===== config.mk =====
export PLATFORM = sky130hd
export DESIGN_NAME = hazard_detector
export DESIGN_NICKNAME = d
export VERILOG_FILES = /design/src/hd_pipe_pkg.sv /design/src/hd_reg_pkg.sv /design/src/hazard_detector.sv /design/src/issue_gate.sv /design/src/data_hazard_check.sv /design/src/dep_status_pipe.sv /design/src/int_scoreboard.sv
export VERILOG_INCLUDE_DIRS = /design/src /design/src/src
export SDC_FILE = /design/constraint.sdc
export NUM_CORES = 1
export LEC_CHECK = 0
export ABC_AREA = 1
export BUFFER_PORTS_ARGS = -buffer_cell sky130_fd_sc_hd__buf_2
export CORE_MARGIN = 3
export CORE_UTILIZATION = 62
export CTS_CLUSTER_SIZE = 8
export DETAILED_ROUTE_END_ITERATION = 8
export PLACE_DENSITY = 0.83
export SLEW_MARGIN = 10
export SYNTH_ARGS = -nofsm -noshare
export SYNTH_HDL_FRONTEND = slang
export SYNTH_SLANG_ARGS = --single-unit

===== constraint.sdc =====
create_clock -name clk_i -period 2.85 [get_ports clk_i]
set_clock_uncertainty 0.1 [all_clocks]
set_input_delay 0.57 -clock clk_i [delete_from_list [all_inputs] [get_ports clk_i]]
set_output_delay 0.57 -clock clk_i [all_outputs]
set_load 0.01 [all_outputs]

===== src/hd_cfg.svh =====
`ifndef HD_CFG_SVH
`define HD_CFG_SVH

// Integer register file
`define HD_NUM_REGS 32
`define HD_REG_ADDR_W 5

// Dispatch record depth, one entry each for EX1, EX2 and EX3
`define HD_DEP_STAGES 3

// Latency code width, values 0 to 2
`define HD_LAT_W 2

`endif

===== src/hd_pipe_pkg.sv =====
`include "hd_cfg.svh"

package hd_pipe_pkg;

  // EX stages before a result can be forwarded
  // 0 for control and simple integer ops
  // 1 for auxiliary and early memory ops
  // 2 for multiply and final memory ops
  typedef logic [`HD_LAT_W-1:0] lat_t;

  // One flag per tracked EX stage
  typedef logic [`HD_DEP_STAGES-1:0] stage_vec_t;

endpackage


===== src/hd_reg_pkg.sv =====
`include "hd_cfg.svh"

package hd_reg_pkg;

  // Architectural register index
  typedef logic [`HD_REG_ADDR_W-1:0] reg_addr_t;

  // One flag per integer register
  typedef logic [`HD_NUM_REGS-1:0] reg_mask_t;

endpackage


===== src/hazard_detector.sv =====
`timescale 1ns/1ps
`include "hd_cfg.svh"

module hazard_detector (
  input  logic                  clk_i,
  input  logic                  rst_i,
  // Instruction waiting at issue
  input  hd_reg_pkg::reg_addr_t isd_rs1_i,
  input  hd_reg_pkg::reg_addr_t isd_rs2_i,
  input  hd_reg_pkg::reg_addr_t isd_rd_i,
  input  logic                  isd_irs1_v_i,
  input  logic                  isd_irs2_v_i,
  input  logic                  isd_iwb_v_i,
  input  logic                  isd_fence_i,
  input  logic                  isd_mem_i,
  input  logic                  isd_csr_i,
  input  logic                  isd_long_i,
  // Instruction dispatched this cycle
  input  logic                  dispatch_v_i,
  input  hd_reg_pkg::reg_addr_t dispatch_rd_i,
  input  logic                  dispatch_irf_w_i,
  input  hd_pipe_pkg::lat_t     dispatch_lat_i,
  input  logic                  dispatch_mem_i,
  input  logic                  dispatch_late_i,
  // Commit and late writeback
  input  logic                  commit_miss_i,
  input  logic                  commit_load_i,
  input  hd_reg_pkg::reg_addr_t commit_rd_i,
  input  logic                  iwb_late_v_i,
  input  hd_reg_pkg::reg_addr_t iwb_rd_i,
  // Unit status
  input  logic                  cmd_full_i,
  input  logic                  credits_full_i,
  input  logic                  credits_empty_i,
  input  logic                  idiv_ready_i,
  input  logic                  mem_ready_i,
  input  logic                  ptw_busy_i,
  input  logic                  irq_pending_i,
  output logic                  dispatch_v_o,
  output logic                  interrupt_v_o
);

  import hd_reg_pkg::*;
  import hd_pipe_pkg::*;

  stage_vec_t                     stage_v;
  stage_vec_t                     stage_mem;
  reg_addr_t [`HD_DEP_STAGES-1:0] stage_rd;
  lat_t [`HD_DEP_STAGES-1:0]      stage_lat;
  logic                           rs1_pend;
  logic                           rs2_pend;
  logic                           rd_pend;
  logic                           data_haz;

  int_scoreboard i_int_scoreboard (
    .clk_i           (clk_i),
    .rst_i           (rst_i),
    .dispatch_v_i    (dispatch_v_i),
    .dispatch_late_i (dispatch_late_i),
    .dispatch_rd_i   (dispatch_rd_i),
    .commit_miss_i   (commit_miss_i),
    .commit_load_i   (commit_load_i),
    .commit_rd_i     (commit_rd_i),
    .clear_v_i       (iwb_late_v_i),
    .clear_rd_i      (iwb_rd_i),
    .rs1_i           (isd_rs1_i),
    .rs2_i           (isd_rs2_i),
    .rd_i            (isd_rd_i),
    .rs1_pend_o      (rs1_pend),
    .rs2_pend_o      (rs2_pend),
    .rd_pend_o       (rd_pend)
  );

  dep_status_pipe i_dep_status_pipe (
    .clk_i            (clk_i),
    .rst_i            (rst_i),
    .dispatch_v_i     (dispatch_v_i),
    .dispatch_irf_w_i (dispatch_irf_w_i),
    .dispatch_rd_i    (dispatch_rd_i),
    .dispatch_lat_i   (dispatch_lat_i),
    .dispatch_mem_i   (dispatch_mem_i),
    .stage_v_o        (stage_v),
    .stage_mem_o      (stage_mem),
    .stage_rd_o       (stage_rd),
    .stage_lat_o      (stage_lat)
  );

  data_hazard_check i_data_hazard_check (
    .isd_rs1_i    (isd_rs1_i),
    .isd_rs2_i    (isd_rs2_i),
    .isd_rd_i     (isd_rd_i),
    .isd_irs1_v_i (isd_irs1_v_i),
    .isd_irs2_v_i (isd_irs2_v_i),
    .isd_iwb_v_i  (isd_iwb_v_i),
    .stage_v_i    (stage_v),
    .stage_rd_i   (stage_rd),
    .stage_lat_i  (stage_lat),
    .rs1_pend_i   (rs1_pend),
    .rs2_pend_i   (rs2_pend),
    .rd_pend_i    (rd_pend),
    .data_haz_o   (data_haz)
  );

  issue_gate i_issue_gate (
    .isd_fence_i     (isd_fence_i),
    .isd_mem_i       (isd_mem_i),
    .isd_csr_i       (isd_csr_i),
    .isd_long_i      (isd_long_i),
    .stage_v_i       (stage_v),
    .stage_mem_i     (stage_mem),
    .data_haz_i      (data_haz),
    .cmd_full_i      (cmd_full_i),
    .credits_full_i  (credits_full_i),
    .credits_empty_i (credits_empty_i),
    .idiv_ready_i    (idiv_ready_i),
    .mem_ready_i     (mem_ready_i),
    .ptw_busy_i      (ptw_busy_i),
    .irq_pending_i   (irq_pending_i),
    .dispatch_v_o    (dispatch_v_o),
    .interrupt_v_o   (interrupt_v_o)
  );

endmodule


===== src/issue_gate.sv =====
`timescale 1ns/1ps

module issue_gate (
  input  logic                    isd_fence_i,
  input  logic                    isd_mem_i,
  input  logic                    isd_csr_i,
  input  logic                    isd_long_i,
  input  hd_pipe_pkg::stage_vec_t stage_v_i,
  input  hd_pipe_pkg::stage_vec_t stage_mem_i,
  input  logic                    data_haz_i,
  input  logic                    cmd_full_i,
  input  logic                    credits_full_i,
  input  logic                    credits_empty_i,
  input  logic                    idiv_ready_i,
  input  logic                    mem_ready_i,
  input  logic                    ptw_busy_i,
  input  logic                    irq_pending_i,
  output logic                    dispatch_v_o,
  output logic                    interrupt_v_o
);

  logic mem_in_pipe;
  logic pipe_busy;
  logic fence_haz;
  logic csr_haz;
  logic long_haz;
  logic struct_haz;

  assign mem_in_pipe = |(stage_v_i & stage_mem_i);
  assign pipe_busy   = |stage_v_i;

  // Fence drains memory traffic; memory ops need a free credit
  assign fence_haz = (isd_fence_i & (~credits_empty_i | mem_in_pipe | ~mem_ready_i))
                   | (isd_mem_i & credits_full_i);

  // CSR and long ops wait for an empty EX pipe
  assign csr_haz  = isd_csr_i & pipe_busy;
  assign long_haz = isd_long_i & pipe_busy;

  assign struct_haz = ptw_busy_i
                    | cmd_full_i
                    | (isd_mem_i & ~mem_ready_i)
                    | (isd_long_i & ~idiv_ready_i);

  assign dispatch_v_o = ~(data_haz_i | fence_haz | csr_haz | long_haz | struct_haz);

  // Page walk in progress holds off interrupts
  assign interrupt_v_o = irq_pending_i & ~ptw_busy_i;

endmodule


===== src/data_hazard_check.sv =====
`timescale 1ns/1ps
`include "hd_cfg.svh"

module data_hazard_check (
  input  hd_reg_pkg::reg_addr_t                       isd_rs1_i,
  input  hd_reg_pkg::reg_addr_t                       isd_rs2_i,
  input  hd_reg_pkg::reg_addr_t                       isd_rd_i,
  input  logic                                        isd_irs1_v_i,
  input  logic                                        isd_irs2_v_i,
  input  logic                                        isd_iwb_v_i,
  input  hd_pipe_pkg::stage_vec_t                     stage_v_i,
  input  hd_reg_pkg::reg_addr_t [`HD_DEP_STAGES-1:0]  stage_rd_i,
  input  hd_pipe_pkg::lat_t [`HD_DEP_STAGES-1:0]      stage_lat_i,
  input  logic                                        rs1_pend_i,
  input  logic                                        rs2_pend_i,
  input  logic                                        rd_pend_i,
  output logic                                        data_haz_o
);

  import hd_reg_pkg::*;
  import hd_pipe_pkg::*;

  logic rs1_haz;
  logic rs2_haz;
  logic waw_haz;

  // RAW check for one source against the EX records and the scoreboard
  function automatic logic src_hazard(
    input reg_addr_t                      addr,
    input logic                           valid,
    input logic                           pend,
    input stage_vec_t                     v,
    input reg_addr_t [`HD_DEP_STAGES-1:0] rd,
    input lat_t [`HD_DEP_STAGES-1:0]      lat
  );
    logic hit;
    hit = pend;
    // Stage k result is forwardable once k has caught up with its latency
    for (int k = 0; k < `HD_DEP_STAGES; k++)
      hit = hit | (v[k] & (lat[k] > lat_t'(k)) & (rd[k] == addr));
    return valid & (addr != '0) & hit;
  endfunction

  assign rs1_haz = src_hazard(isd_rs1_i, isd_irs1_v_i, rs1_pend_i,
                              stage_v_i, stage_rd_i, stage_lat_i);
  assign rs2_haz = src_hazard(isd_rs2_i, isd_irs2_v_i, rs2_pend_i,
                              stage_v_i, stage_rd_i, stage_lat_i);

  // Late writer still outstanding to the same destination
  assign waw_haz = isd_iwb_v_i & (isd_rd_i != '0) & rd_pend_i;

  assign data_haz_o = rs1_haz | rs2_haz | waw_haz;

endmodule


===== src/dep_status_pipe.sv =====
`timescale 1ns/1ps
`include "hd_cfg.svh"

module dep_status_pipe (
  input  logic                                        clk_i,
  input  logic                                        rst_i,
  input  logic                                        dispatch_v_i,
  input  logic                                        dispatch_irf_w_i,
  input  hd_reg_pkg::reg_addr_t                       dispatch_rd_i,
  input  hd_pipe_pkg::lat_t                           dispatch_lat_i,
  input  logic                                        dispatch_mem_i,
  output hd_pipe_pkg::stage_vec_t                     stage_v_o,
  output hd_pipe_pkg::stage_vec_t                     stage_mem_o,
  output hd_reg_pkg::reg_addr_t [`HD_DEP_STAGES-1:0]  stage_rd_o,
  output hd_pipe_pkg::lat_t [`HD_DEP_STAGES-1:0]      stage_lat_o
);

  import hd_reg_pkg::*;
  import hd_pipe_pkg::*;

  stage_vec_t                     v_r;
  stage_vec_t                     mem_r;
  lat_t [`HD_DEP_STAGES-1:0]      lat_r;
  reg_addr_t [`HD_DEP_STAGES-1:0] rd_r;

  // Stage 0 takes the dispatched instruction or an empty record
  always_ff @(posedge clk_i)
  begin
    if (rst_i)
    begin
      v_r   <= '0;
      mem_r <= '0;
      lat_r <= '0;
    end
    else
    begin
      v_r[0]   <= dispatch_v_i;
      mem_r[0] <= dispatch_v_i & dispatch_mem_i;
      // No integer write means nothing to wait for
      lat_r[0] <= (dispatch_v_i && dispatch_irf_w_i) ? dispatch_lat_i : '0;
      for (int k = 1; k < `HD_DEP_STAGES; k++)
      begin
        v_r[k]   <= v_r[k-1];
        mem_r[k] <= mem_r[k-1];
        lat_r[k] <= lat_r[k-1];
      end
    end
  end

  // Destination address travels with its record
  always_ff @(posedge clk_i)
  begin
    rd_r[0] <= dispatch_rd_i;
    for (int k = 1; k < `HD_DEP_STAGES; k++)
      rd_r[k] <= rd_r[k-1];
  end

  assign stage_v_o   = v_r;
  assign stage_mem_o = mem_r;
  assign stage_rd_o  = rd_r;
  assign stage_lat_o = lat_r;

endmodule


===== src/int_scoreboard.sv =====
`timescale 1ns/1ps

module int_scoreboard (
  input  logic                  clk_i,
  input  logic                  rst_i,
  input  logic                  dispatch_v_i,
  input  logic                  dispatch_late_i,
  input  hd_reg_pkg::reg_addr_t dispatch_rd_i,
  input  logic                  commit_miss_i,
  input  logic                  commit_load_i,
  input  hd_reg_pkg::reg_addr_t commit_rd_i,
  input  logic                  clear_v_i,
  input  hd_reg_pkg::reg_addr_t clear_rd_i,
  input  hd_reg_pkg::reg_addr_t rs1_i,
  input  hd_reg_pkg::reg_addr_t rs2_i,
  input  hd_reg_pkg::reg_addr_t rd_i,
  output logic                  rs1_pend_o,
  output logic                  rs2_pend_o,
  output logic                  rd_pend_o
);

  import hd_reg_pkg::*;

  reg_mask_t pend_r;
  reg_mask_t pend_n;
  logic      set_v;
  reg_addr_t set_rd;

  // A missed load re-scores its destination, otherwise the dispatch scores
  assign set_v  = (dispatch_v_i & dispatch_late_i) | (commit_miss_i & commit_load_i);
  assign set_rd = commit_miss_i ? commit_rd_i : dispatch_rd_i;

  always_comb
  begin
    pend_n = pend_r;
    if (clear_v_i)
      pend_n[clear_rd_i] = 1'b0;
    // Set after clear so it wins on a collision; x0 never waits
    if (set_v && (set_rd != '0))
      pend_n[set_rd] = 1'b1;
  end

  always_ff @(posedge clk_i)
  begin
    if (rst_i)
      pend_r <= '0;
    else
      pend_r <= pend_n;
  end

  assign rs1_pend_o = pend_r[rs1_i];
  assign rs2_pend_o = pend_r[rs2_i];
  assign rd_pend_o  = pend_r[rd_i];

endmodule


# [Word-level counts from Yosys, hierarchy flattened]
# Index checks and enable logic that the tools add are counted.
[totals] register_bits=59 output_inout_bits=2
[op_classes] n_lt_le_gt_ge=10 eq_ne=6 mux=13 bitwise_logic=54 n_reduce_logical=11
[ops] cell="2-to-1 mux 32 bit" count=2
[ops] cell="bitwise AND 32 bit" count=1
[ops] cell="NOT 32 bit" count=1
[ops] cell="bitwise OR 32 bit" count=1
[ops] cell="equality test 5 bit" count=6
[ops] cell="less-than comparator 5 x 6 -> 1 bit, second input constant" count=5
[ops] cell="bitwise AND 1 bit" count=25
[ops] cell="nonzero test 5 bit" count=4
[ops] cell="bitwise OR 1 bit" count=19
[ops] cell="binary-select mux 1 bit (select 5 bit)" count=3
[ops] cell="demux 1 bit (select 5 bit)" count=2
[ops] cell="greater-or-equal comparator 5 x 1 -> 1 bit, second input constant" count=2
[ops] cell="NOT 1 bit" count=6
[ops] cell="OR reduction 3 bit" count=2
[ops] cell="2-to-1 mux 1 bit" count=5
[ops] cell="2-to-1 mux 5 bit" count=1
[ops] cell="> comparator 2 x 1 -> 1 bit, second input constant" count=2
[ops] cell="logical AND 1 bit" count=4
[ops] cell="bitwise AND 3 bit" count=1
[ops] cell="> comparator 2 bit, second input constant" count=1
[ops] cell="OR reduction 2 bit" count=1

# [Longest topological paths before layout]
[logic_depth] ltp_word=14 depth_mapped=14 ltp_nobuf=13

# [Hierarchy]
# A second synthesis with hierarchy kept.
[hier_totals] hier_cells=648 hier_area_um2=3763.6
[modules_own_cells] module="int_scoreboard" n_inst=1 cells_each=426 area_per_inst_um2=2404.8
[modules_own_cells] module="dep_status_pipe" n_inst=1 cells_each=54 area_per_inst_um2=650.6
[modules_own_cells] module="data_hazard_check" n_inst=1 cells_each=141 area_per_inst_um2=595.6
[modules_own_cells] module="issue_gate" n_inst=1 cells_each=27 area_per_inst_um2=112.6

# [Least setup slack after synthesis]
# OpenSTA, ideal clock, no wires.
[synth_timing] kind="input port to output port" startpoint="input isd_rs1_i[0]" endpoint="output dispatch_v_o" t_arrival_ns=1.660 required_ns=2.180 path_slack_ns=0.520 cell_stages=13 cell_sequence="buf_2 > inv_1 > buf_2 > nand2_1 > nand3_1 > o21ai_0 > a21oi_1 > nand2_1 > nand2_1 > nand3_1 > nand2_1 > nand2_1 > nor2_1"
[synth_via] elab_chain_len=13 elab_cells_between_ends=21
[synth_lines] item="start, declared" line="hazard_detector.sv:8" rtl="input hd_reg_pkg::reg_addr_t isd_rs1_i,"
[synth_lines] item="binary-select mux 1 bit (select 5 bit) or equality test 5 bit (tied branches)" line="int_scoreboard.sv:51, data_hazard_check.sv:40"
[synth_lines] item="2-to-1 mux 1 bit (implied by the code) or bitwise AND 1 bit (tied branches)" line="int_scoreboard.sv:51, data_hazard_check.sv:40"
[synth_lines] item="bitwise OR 1 bit (3 in a row)" line="data_hazard_check.sv:40" rtl="hit = hit | (v[k] & (lat[k] > lat_t'(k)) & (rd[k] == addr));"
[synth_lines] item="bitwise AND 1 bit *" line="data_hazard_check.sv:41" rtl="return valid & (addr != '0) & hit;"
[synth_lines] item="bitwise OR 1 bit * (2 in a row)" line="data_hazard_check.sv:52" rtl="assign data_haz_o = rs1_haz | rs2_haz | waw_haz;"
[synth_lines] item="bitwise OR 1 bit * (4 in a row)" line="issue_gate.sv:45" rtl="assign dispatch_v_o = ~(data_haz_i | fence_haz | csr_haz | long_haz | struct_haz);"
[synth_lines] item="NOT 1 bit *" line="issue_gate.sv:45"
[synth_lines] item="end, declared" line="hazard_detector.sv:39" rtl="output logic dispatch_v_o,"
# Mark *: on every way between the ends. The rest lies on a longest branch, timed or not. The select of a mux whose other input is x is not followed.

# [Final worst setup path]
[layout_timing] startpoint="input isd_rs2_i[0]" endpoint="output dispatch_v_o"
[layout_via] elab_chain_len=13 elab_cells_between_ends=21
[layout_lines] item="start, declared" line="hazard_detector.sv:9" rtl="input hd_reg_pkg::reg_addr_t isd_rs2_i,"
[layout_lines] item="binary-select mux 1 bit (select 5 bit) or equality test 5 bit (tied branches)" line="int_scoreboard.sv:52, data_hazard_check.sv:40"
[layout_lines] item="2-to-1 mux 1 bit (implied by the code) or bitwise AND 1 bit (tied branches)" line="int_scoreboard.sv:52, data_hazard_check.sv:40"
[layout_lines] item="bitwise OR 1 bit (3 in a row)" line="data_hazard_check.sv:40"
[layout_lines] item="bitwise AND 1 bit *" line="data_hazard_check.sv:41"
[layout_lines] item="bitwise OR 1 bit * (2 in a row)" line="data_hazard_check.sv:52"
[layout_lines] item="bitwise OR 1 bit * (4 in a row)" line="issue_gate.sv:45"
[layout_lines] item="NOT 1 bit *" line="issue_gate.sv:45"
# Marked as above.

==> impl_results.md <==
* TritonCTS clock tree: yes
* Die area at 0.006869 mm²
* Util after Layout at 74.50%
* CTS buffer count at 9
* Logic pwr share at 16.8%
* Reg2reg path depth at 2
* WHS at 0.2616 ns
* Main synth FF type: dfxtp_1
* Final ANT Viol Nets at 0
* Cts repair resizes at 0
* Fmax at 0.3795 GHz
* #FFs+latches synth at 59
* # setup viols final at 0
* CP required at 2.18 ns
* Total design power at 1924 µW
* Worst slew pin tran at 0.7234 ns
* Yosys warning total at 0
* Area grow syn2layout at 14.00%
* RD Place Congestion at 1.027
* Seq pwr share at 45.3%
* Setup bufs post-CTS at 0
* Synth Cell Area at 0.003665 mm²
* Clock power frac at 38.0%
* Initial Utilization at 65.35%
* Crit path max fanout at 21
* Reg-to-reg slack, setup at 1.93 ns
* DP HPWL at 8.237 mm
* Worst skew pair latency at 0.33 ns
* Critical path class: input port to primary output
* Drt total wl at 10.89 mm
* Int Power at 1361 µW
* Slew headroom at 51.78%
* # Max-Cap Violations at 0
* DP Area at 0.003985 mm²
* Final period util at 92.46%
* Leak at 0.001895 µW
* Ys async rst share at 0%
* Die width at 82.88 µm
* Core footprint at 0.005608 mm²
* Post-route minimum period at 2.635 ns
* Synth area leaders: dfxtp_1 (32%), nand2_1 (18%), nand3_1 (10%)
* Seq/Total Area, Yosys at 32.23%
* Hold depth at 1
* CTS max path bufs at 2
* Die height at 82.88 µm
* Layout cell share with drive strength beyond 1 at 14.11%
* CTS sink count at 59
* Syn_nets at 652
* Setup TNS at 0 ns
* Top-Level Pins at 57
* Row Count at 27
* Global-route wire length before repair at 17.90 mm
* Worst-path clk slew at 0.07 ns
* Wire per inst at 15.05 µm
* Avg Cell Area, Syn at 6.139 µm²
* Final-report hold violation count at 0
* Synth Instances at 597
* Post-synth EDFFs at 0
* Via Count at 4207
* Switch Pwr at 562.9 µW
* HP Class: input port to flop
* Share of the synthesized area in the top cell type at 32.23%
* Unrepaired setup endpoints after global routing: false
* Largest net degree at the start of global routing at 43
* Outcome: finished clean
* Pwr dens at 460.4 mW/mm²
* Root buffer cell: clkbuf_8
* Initial antenna violation count at 0
* Fin. max-slew vios at 0
* First DRT Iteration DRCs at 441
* Worst IR Drop VDD at 0.3672 mV
* Via density at 5.811
* Yosys cell types at 30
* Drt pass-1 iters at 5
* R2R Path Start: i_int_scoreboard.pend_r[22]
* Hold EP: i_dep_status_pipe.stage_rd_o[3]
* Reg2Reg Capture Point: i_int_scoreboard.pend_r[22]
* Diodes inserted at 0
* I/O Buffers at 56
* Total Nets Final at 702
* Setup crit end kind: primary output
* CTS H-tree lvls at 3
* Startpoint Class: input port
* Vias in the first global route at 3726
* CP arrival at 1.97 ns
* Sw frac at 29.26%
* DRC at 0
* Hold Buf Count CTS at 0
* Min-delay src: dispatch_rd_i[3]
* GRT Util Overall at 31.80%
* Grt ovf at 0
* Largest area contributor in the netlist: dfxtp_1
* Final instance area at 0.004178 mm²
-- registers in the layout, summed over array words and instances (netlist names) --
| signal | cells |
|---|---|
| i_int_scoreboard.pend_r | 32 |
| i_dep_status_pipe.stage_rd_o | 15 |
| i_dep_status_pipe.stage_lat_o | 6 |
| i_dep_status_pipe.stage_mem_o | 3 |
| i_dep_status_pipe.stage_v_o | 3 |
-- how the worst max path moves through the flow --
stage	startpoint	slack (ns)	to
floorplan	isd_rs1_i[0]	0.52	dispatch_v_o
global placement	isd_rd_i[0]	0.26	dispatch_v_o
detailed placement	isd_rs2_i[0]	0.23	dispatch_v_o
CTS	isd_rs2_i[0]	0.23	dispatch_v_o
global route	isd_rs2_i[0]	0.02	dispatch_v_o
finish	isd_rs2_i[0]	0.21	dispatch_v_o
-- logic make-up (layout without fill, tap and decap cells) --
logic type      Yosys count  in the layout  share of synthesized area, %
compound gates          116            116                         17.48
xor+xnor                 12             12                         2.868
buf+inv                  95            150                         10.31
flops                    59             59                         32.23
simple gates            315            315                         37.11
-- layout make-up --
| cell class | count | area [µm²] |
|---|---|---|
| clock inverters | 7 | 68.82 |
| flip-flops and latches | 59 | 1181 |
| multi-input cells | 443 | 2106 |
| inverters | 74 | 285.3 |
| repair buffers | 60 | 322.8 |
| clock buffers | 9 | 123.9 |
| well taps | 72 | 90.09 |
| fillers | 500 | 1430 |
-- cells in the final DEF (no fill, tap or decap), types with 2 or more instances in the layout --
master / Yosys / routed
nand4_1: 4 / 4
buf_4: 0 / 3
nor3_1: 3 / 3
clkinv_1: 2 / 2
clkinv_2: 0 / 3
or2_1: 3 / 3
o2111ai_1: 2 / 2
nor2_1: 52 / 52
or2_2: 3 / 3
inv_1: 67 / 67
o211ai_1: 10 / 10
nand3_1: 73 / 73
xnor2_1: 4 / 4
buf_2: 11 / 56
dfxtp_1: 59 / 59
o21ai_0: 49 / 49
clkbuf_8: 0 / 9
inv_2: 4 / 4
xor2_1: 8 / 8
nor3_4: 4 / 4
nand2_1: 171 / 171
o22ai_1: 2 / 2
clkinvlp_4: 0 / 2
a21oi_1: 48 / 48
-- cell usage after synthesis (3+ instances only) --
master / count
nor2_1: 52
buf_2: 11
nor3_1: 3
nand3_1: 73
or2_1: 3
a21oi_1: 48
o211ai_1: 10
clkbuf_1: 9
nand2_1: 171
inv_2: 4
dfxtp_1: 59
nor3_4: 4
or2_2: 3
nand4_1: 4
xor2_1: 8
o21ai_0: 49
inv_1: 67
xnor2_1: 4
-- power by group through the flow --
stage / clock (µW) / sequential, µW / combinational, µW
after floorplan: 0 / 879 / 213
after global placement: 0 / 887 / 308
after detailed placement: 0 / 888 / 315
after CTS: 734 / 869 / 317
after global routing: 790 / 873 / 359
final: 730 / 870 / 323
-- critical path, cell delays in order --
cell      delay [ns]
buf_2           0.33
buf_12          0.19
nand2_1         0.06
o211ai_1        0.09
nand3_1         0.12
nand3_1         0.12
nand2_1         0.07
nand2_1         0.05
nand3_1         0.07
nand2_1         0.06
inv_1           0.03
nor2_1          0.08
buf_2           0.13
-- per-stage QoR --
stage / setup WS [ns] / std cells
global placement: 0.2576 / 708
floorplan: 0.5201 / 597
finish: 0.2148 / 724
CTS: 0.2338 / 724
detailed placement: 0.2336 / 708
global route: 0.01925 / 724
-- layer usage --
metal | routed length (µm) | share of wire [%] | vias up | global-route usage (%)
met5 | 0 | 0 | - | 0
met4 | 355 | 3.3 | 0 | 12.04
met3 | 1306 | 12 | 37 | 8.036
met2 | 4766 | 44 | 273 | 47.59
met1 | 4465 | 41 | 1855 | 43.99
li1 | - | - | 2042 | -
Note: power is estimated with default switching activity, not from simulation.
